### src/cred_pkg.sv
package cred_pkg;

  // --------------------------------------------------------------------------
  // request side of the host write path
  // --------------------------------------------------------------------------
  localparam int n_dests   = 2;   // destination queues behind the host port
  localparam int dest_bits = 1;   // wide enough to index every destination
  localparam int addr_bits = 48;  // host address carried by each request
  localparam int len_bits  = 16;  // byte length of one host request

  // largest packet the split engine hands to a destination
  localparam int pmtu_bytes = 256;

  // --------------------------------------------------------------------------
  // buffering
  // --------------------------------------------------------------------------
  localparam int req_qdepth   = 4;   // host requests waiting for the split engine
  localparam int data_qdepth  = 64;  // beats per destination and enough for one full packet
  localparam int grant_qdepth = 4;   // packets granted and not yet fully streamed

endpackage

### src/stream_pkg.sv
package stream_pkg;

  // beat geometry of the data streams
  localparam int data_bits  = 64;  // payload bits per beat
  localparam int keep_bits  = 8;   // one tkeep bit for each payload byte
  localparam int beat_bytes = 8;   // bytes that one full beat covers

  // beat counts of one packet and of the credit counters fit in this width
  localparam int beat_cnt_bits = 8;

endpackage

### src/req_if.sv
`timescale 1ns/1ps

// one packet or host request, moved with a valid/ready handshake
interface req_if;
  logic                           valid;  // payload below is stable while this is high
  logic                           ready;
  logic [cred_pkg::addr_bits-1:0] addr;   // host address of the first byte
  logic [cred_pkg::len_bits-1:0]  len;    // byte count
  logic [cred_pkg::dest_bits-1:0] dest;   // destination queue index

  modport src (output valid, addr, len, dest, input ready);
  modport snk (input valid, addr, len, dest, output ready);
endinterface

### src/cred_gate.sv
`timescale 1ns/1ps

module cred_gate (
  input  logic aclk,
  input  logic arst_n,
  req_if.snk   s_req,
  req_if.src   m_req,
  input  logic xfer    // a beat entered this destination's data queue
);

  logic [stream_pkg::beat_cnt_bits-1:0] cred;      // buffered beats that no packet has claimed
  logic [stream_pkg::beat_cnt_bits-1:0] cred_nxt;
  logic [stream_pkg::beat_cnt_bits-1:0] beats;     // beats the waiting packet needs
  logic                                 round_up;
  logic                                 covered;
  logic                                 take;

  // byte length divided by beat size with a partial beat counted as a whole one
  assign round_up = |s_req.len[$clog2(stream_pkg::beat_bytes)-1:0];
  assign beats    = s_req.len[$clog2(stream_pkg::beat_bytes) +: stream_pkg::beat_cnt_bits]
                  + {{(stream_pkg::beat_cnt_bits - 1){1'b0}}, round_up};

  // the packet is offered only once every one of its beats sits in the data queue
  assign covered     = (cred >= beats);
  assign m_req.valid = s_req.valid && covered;
  assign m_req.addr  = s_req.addr;
  assign m_req.len   = s_req.len;
  assign m_req.dest  = s_req.dest;
  assign s_req.ready = m_req.ready && covered;
  assign take        = m_req.valid && m_req.ready;

  always_comb begin
    cred_nxt = cred;
    if (xfer) cred_nxt = cred_nxt + 1'b1;
    if (take) cred_nxt = cred_nxt - beats;  // the leaving packet claims its beats
  end

  always_ff @(posedge aclk or negedge arst_n) begin
    if (!arst_n) cred <= '0;
    else cred <= cred_nxt;
  end

  // unclaimed beats can never exceed what the data queue holds, and a wrap below zero would
  assert property (@(posedge aclk) disable iff (!arst_n)
    cred <= cred_pkg::data_qdepth);

endmodule

### src/flat_wrapper.sv
// flat-port wrapper written by rule: the top's interface ports become plain ports
module cred_gate_flat 
  (aclk, arst_n, xfer, s_req_valid, s_req_addr, s_req_len, s_req_dest, s_req_ready, m_req_valid, m_req_addr, m_req_len, m_req_dest, m_req_ready);
  req_if s_req_i ();
  req_if m_req_i ();
  input  logic aclk;
  input  logic arst_n;
  input  logic xfer;
  input wire logic [$bits(s_req_i.valid)-1:0] s_req_valid;
  input wire logic [$bits(s_req_i.addr)-1:0] s_req_addr;
  input wire logic [$bits(s_req_i.len)-1:0] s_req_len;
  input wire logic [$bits(s_req_i.dest)-1:0] s_req_dest;
  output wire logic [$bits(s_req_i.ready)-1:0] s_req_ready;
  output wire logic [$bits(m_req_i.valid)-1:0] m_req_valid;
  output wire logic [$bits(m_req_i.addr)-1:0] m_req_addr;
  output wire logic [$bits(m_req_i.len)-1:0] m_req_len;
  output wire logic [$bits(m_req_i.dest)-1:0] m_req_dest;
  input wire logic [$bits(m_req_i.ready)-1:0] m_req_ready;
  assign s_req_i.valid = s_req_valid;
  assign s_req_i.addr = s_req_addr;
  assign s_req_i.len = s_req_len;
  assign s_req_i.dest = s_req_dest;
  assign s_req_ready = s_req_i.ready;
  assign m_req_valid = m_req_i.valid;
  assign m_req_addr = m_req_i.addr;
  assign m_req_len = m_req_i.len;
  assign m_req_dest = m_req_i.dest;
  assign m_req_i.ready = m_req_ready;
  cred_gate u_core (.aclk(aclk), .arst_n(arst_n), .s_req(s_req_i), .m_req(m_req_i), .xfer(xfer));
endmodule
### config.mk
export PLATFORM = sky130hd
export DESIGN_NAME = cred_gate_flat
export DESIGN_NICKNAME = d
export VERILOG_FILES = /design/src/cred_pkg.sv /design/src/stream_pkg.sv /design/src/req_if.sv /design/src/cred_gate.sv /design/src/flat_wrapper.sv
export SDC_FILE = /design/constraint.sdc
export NUM_CORES = 1
export LEC_CHECK = 0
export BUFFER_PORTS_ARGS = -buffer_cell sky130_fd_sc_hd__clkbuf_2
export CAP_MARGIN = 10
export CORE_UTILIZATION = 40
export CTS_CLUSTER_SIZE = 12
export DETAILED_ROUTE_END_ITERATION = 6
export PLACE_DENSITY = 0.83
export SLEW_MARGIN = 20
export SYNTH_ARGS = -nofsm -noshare
export SYNTH_HDL_FRONTEND = slang
export SYNTH_SLANG_ARGS = --single-unit
### constraint.sdc
create_clock -name aclk -period 6.5 [get_ports aclk]
set_input_delay 0.975 -clock aclk [delete_from_list [all_inputs] [get_ports aclk]]
set_output_delay 0.975 -clock aclk [all_outputs]
set_load 0.03 [all_outputs]
* After elaboration in Yosys (flattened, before gate mapping) *
Cells that the tools add are included.
W data, S select, Z words.

word-level totals
  bits in registers = 8
  input bits = 70
  output and inout port bits = 67
  word-level logic and storage cells = 11

cells by class
  add/subtract/negate cells = 3
  $lt $le $gt $ge = 1
  multiplexer cells = 2
  reductions and logical operators = 4

operators with widths
  cell                   number
  $mux W8                2
  $add A8 B1 Y8          1
  $add A8 B1 Y8 const B  1
  $ge A8 B8 Y1           1
  $sub A8 B8 Y8          1
  $logic_and A1 B1 Y1    3
  $reduce_or A3 Y1       1

* Longest topological paths before layout *
  depth after elaboration = 6
  depth in mapped cells = 12
  mapped depth without buffers = 12

* Worst setup path before layout *
Ideal clock, no wire load.

  path type = input port to output port
  start point = input s_req_len[1]
  end point = output m_req_valid
  data arrival time = 3.314 ns
  required time = 5.525 ns
  path slack = 2.211 ns
  cell stages on the path = 10
  buffers on the path = 0
  path through = or3_1 > ha_1 > xor2_1 > inv_1 > ha_1 > a21o_1 > maj3_2 > a211o_1 > a21boi_0 > nor2b_1

on the way
  cells in the longest elaborated chain, start to end = 4

RTL lines
  item                 line                source
  start: declaration   flat_wrapper.sv:11  input wire logic [$bits(s_req_i.len)-1:0] s_req_len;
  $reduce_or A3 Y1     cred_gate.sv:19     assign round_up = |s_req.len[$clog2(stream_pkg::beat_bytes)-1:0];
  $add A8 B1 Y8        cred_gate.sv:21     + {{(stream_pkg::beat_cnt_bits - 1){1'b0}}, round_up};
  $ge A8 B8 Y1         cred_gate.sv:24     assign covered = (cred >= beats);
  $logic_and A1 B1 Y1  cred_gate.sv:25     assign m_req.valid = s_req.valid && covered;
  end: declaration     flat_wrapper.sv:14  output wire logic [$bits(m_req_i.valid)-1:0] m_req_valid;

Every way passes these cells.

* Worst setup path in the final report *
  start point = input s_req_len[1]
  end point = output s_req_ready

on the way
  cells in the longest elaborated chain, start to end = 4

RTL lines
  item                 line                source
  $reduce_or A3 Y1     cred_gate.sv:19
  $add A8 B1 Y8        cred_gate.sv:21
  $ge A8 B8 Y1         cred_gate.sv:24
  $logic_and A1 B1 Y1  cred_gate.sv:29     assign s_req.ready = m_req.ready && covered;
  end: declaration     flat_wrapper.sv:13  output wire logic [$bits(s_req_i.ready)-1:0] s_req_ready;

Every way passes these cells.

==> results.ini <==
[status]
status=completed

[detailed_routing]
first_iter_violations=34
vias=1123
wl_per_cell_um=14.5
wl_mm=3.05
antenna_left=0
drc=0
dr.pass1.iters=4
viasPerCell=5.35

[critical_path]
startpoint_type=input pin
ff2ff_path_depth=10
crit_required_ns=5.52
cp-end-kind=primary output
crit_arrival_ns=3.69
setup.worst_path.class=input pin to primary output
crit_fanout=4
r2r-end=u_core.cred[6]
reg2reg_from=u_core.cred[0]
rrSetupSlack_ns=3.53

[timing]
drv_slew=0
period_share=0.718
setup_violations=0
fin_setup_tns_ns=0
hold_viol=0
skew_ns=0.00345
fmax_mhz=214
fin_crit_ns=4.67
max_slew_margin=0.696
rsz0062_at_grt=no
tightestPinTransition_ns=0.452

[synthesis]
synth.largest_area_cell=buf_4
synth_area_per_cell_um2=8.34
synth_top_area_share=0.296
yosys_warnings=0
syn_inst=198
netlist_top_cells_area=buf_4, dfrtp_1, ha_1
syn_nets=281
synth-edff-count=0
netlist_area_mm2=0.00165
ys_seq_area_frac=0.121
async_flop_share=1.00
yosys_register_bits=8
synth.distinct_cells=45
ys.flop_type=dfrtp_1

[clocking]
insertion_delay_ns=0.23
cts_buffers=3
cts_hold_buf=0
htree_levels=1
post_cts_resized=0
clk_path_buf_depth=2
tritoncts=done
cts_sinks=8
cts_root_buffer=clkbuf_8
cts_setup_buffers=0
cts.clk_slew.worst_paths_ns=0.04

[floorplan]
core_mm2=0.00380
die_area_mm2=0.00439
die_w_um=66.2
pin_count=137
initial_core_util=0.434
placementRows=22
dieHeight_um=66.2

[global_routing]
grt_antenna_before_repair=0
grt_pass1_vias=1095
grt_max_degree=11
grt-ovfl-total=0
grtUsageTotal=0.153
grt_first_pass_wirelength_mm=5.12

[placed_design]
portBuffers=28
hpwl_mm=2.61
place_congestion=0.850

[power]
p_leak_uw=0.000638
ir_worst_vdd_uv=135
totalPowerFinal_uw=552
powerDensity_mw_per_mm2=396

[final_layout]
largest_reg_flops=8
final_nets=247
utilization=0.367
syn_to_final_growth_pct=-15.5
layout-drive-gt1-share=0.253
largest_register=u_core.cred
reg.largest.list=u_core.cred: 8 flops
diodes=0

[run]
cap_violations=0

[worst_hold_path]
hold_path.class=input pin to async pin

==> cell type report <==
cell class | instances | area, µm²
timing repair buffer | 28 | 140
multi-input combinational | 115 | 922
tap | 48 | 60.1
fill | 393 | 2400
inverter | 8 | 30.0
clock buffer | 3 | 41.3
sequential | 8 | 200
==> worst max-delay path: stages <==
cell and delay (ns):
clkbuf_2 0.08, or3_1 0.40, ha_1 0.26, xor2_1 0.27, inv_1 0.11, ha_1 0.28, a21o_1 0.16, maj3_2 0.32
a211o_1 0.31, a21boi_0 0.26, nor2b_1 0.08, clkbuf_2 0.19
==> stage by stage <==
step                cells  hold WS (ns)  area, µm²  setup slack, ns
global route          210         0.592       1390             1.63
floorplan             198         0.564       1650             2.21
global placement      207         0.591       1350             1.91
finish                210         0.589       1390             1.83
CTS                   210         0.589       1390             1.81
detailed placement    207         0.599       1350             1.82
==> logic make-up (layout without fill, tap and decap cells) <==
family / Yosys count / after routing / synth area share
XOR/XNOR: 19 / 19 / 0.117
flip-flops: 8 / 8 / 0.121
AO/OA/AOI/OAI: 31 / 31 / 0.149
adder cells (fa/ha/maj): 16 / 16 / 0.124
AND/OR/NAND/NOR: 46 / 46 / 0.152
buffers and inverters: 75 / 39 / 0.320
multiplexers: 3 / 3 / 0.0182
==> worst max-delay path by stage <==
stage,from,to,depth (start not counted)
floorplan,s_req_len[1],m_req_valid,10
global placement,s_req_len[1],s_req_ready,12
detailed placement,s_req_len[1],s_req_ready,12
CTS,s_req_len[1],s_req_ready,12
global route,s_req_len[1],s_req_ready,12
finish,s_req_len[1],s_req_ready,12
==> power by group <==
| group | switching [µW] | leakage [µW] | internal [µW] |
|---|---|---|---|
| clock | 19.1 | 0.0000216 | 40.1 |
| combinational | 210 | 0.000521 | 173 |
| sequential | 33.5 | 0.0000953 | 76.5 |
==> cells in the final DEF, fill, tap and decap left out, types with 2 or more instances in the layout <==
master and n:
dfrtp_1 8, a311oi_1 2, a21oi_1 3, a21o_1 2
clkbuf_2 28, maj3_2 3, o21a_1 2, xor2_1 9
nor3_1 2, nand2_1 11, ha_1 12, nand3_1 4
nor2b_1 4, nand4_1 6, nor4_1 2, a211oi_1 3
inv_1 8, o21ai_0 7, a21boi_0 2, or3_1 3
clkbuf_8 3, mux2i_1 3, xnor2_1 8, nor2_1 6
==> cells in the mapped netlist (2+ instances only) <==
master	number
nor2_1	6
nor4_1	2
a21o_1	2
o21ai_0	7
ha_1	12
dfrtp_1	8
inv_1	8
o21a_1	2
xnor2_1	8
buf_4	65
a21oi_1	3
maj3_2	3
nand2_1	11
nand3_1	4
xor2_1	9
a211oi_1	3
or3_1	3
nand4_1	6
nor3_1	2
mux2i_1	3
a21boi_0	2
a311oi_1	2
buf_2	2
nor2b_1	4
==> per-layer routing <==
metal  up-vias  GRT usage  routed length, µm
met5         -          0                  0
met4         0      0.106                137
met3        20     0.0276                203
met2        41      0.245               1440
met1       508      0.182               1260
li1        554          -                  -
(Power assumes the default switching activity.)
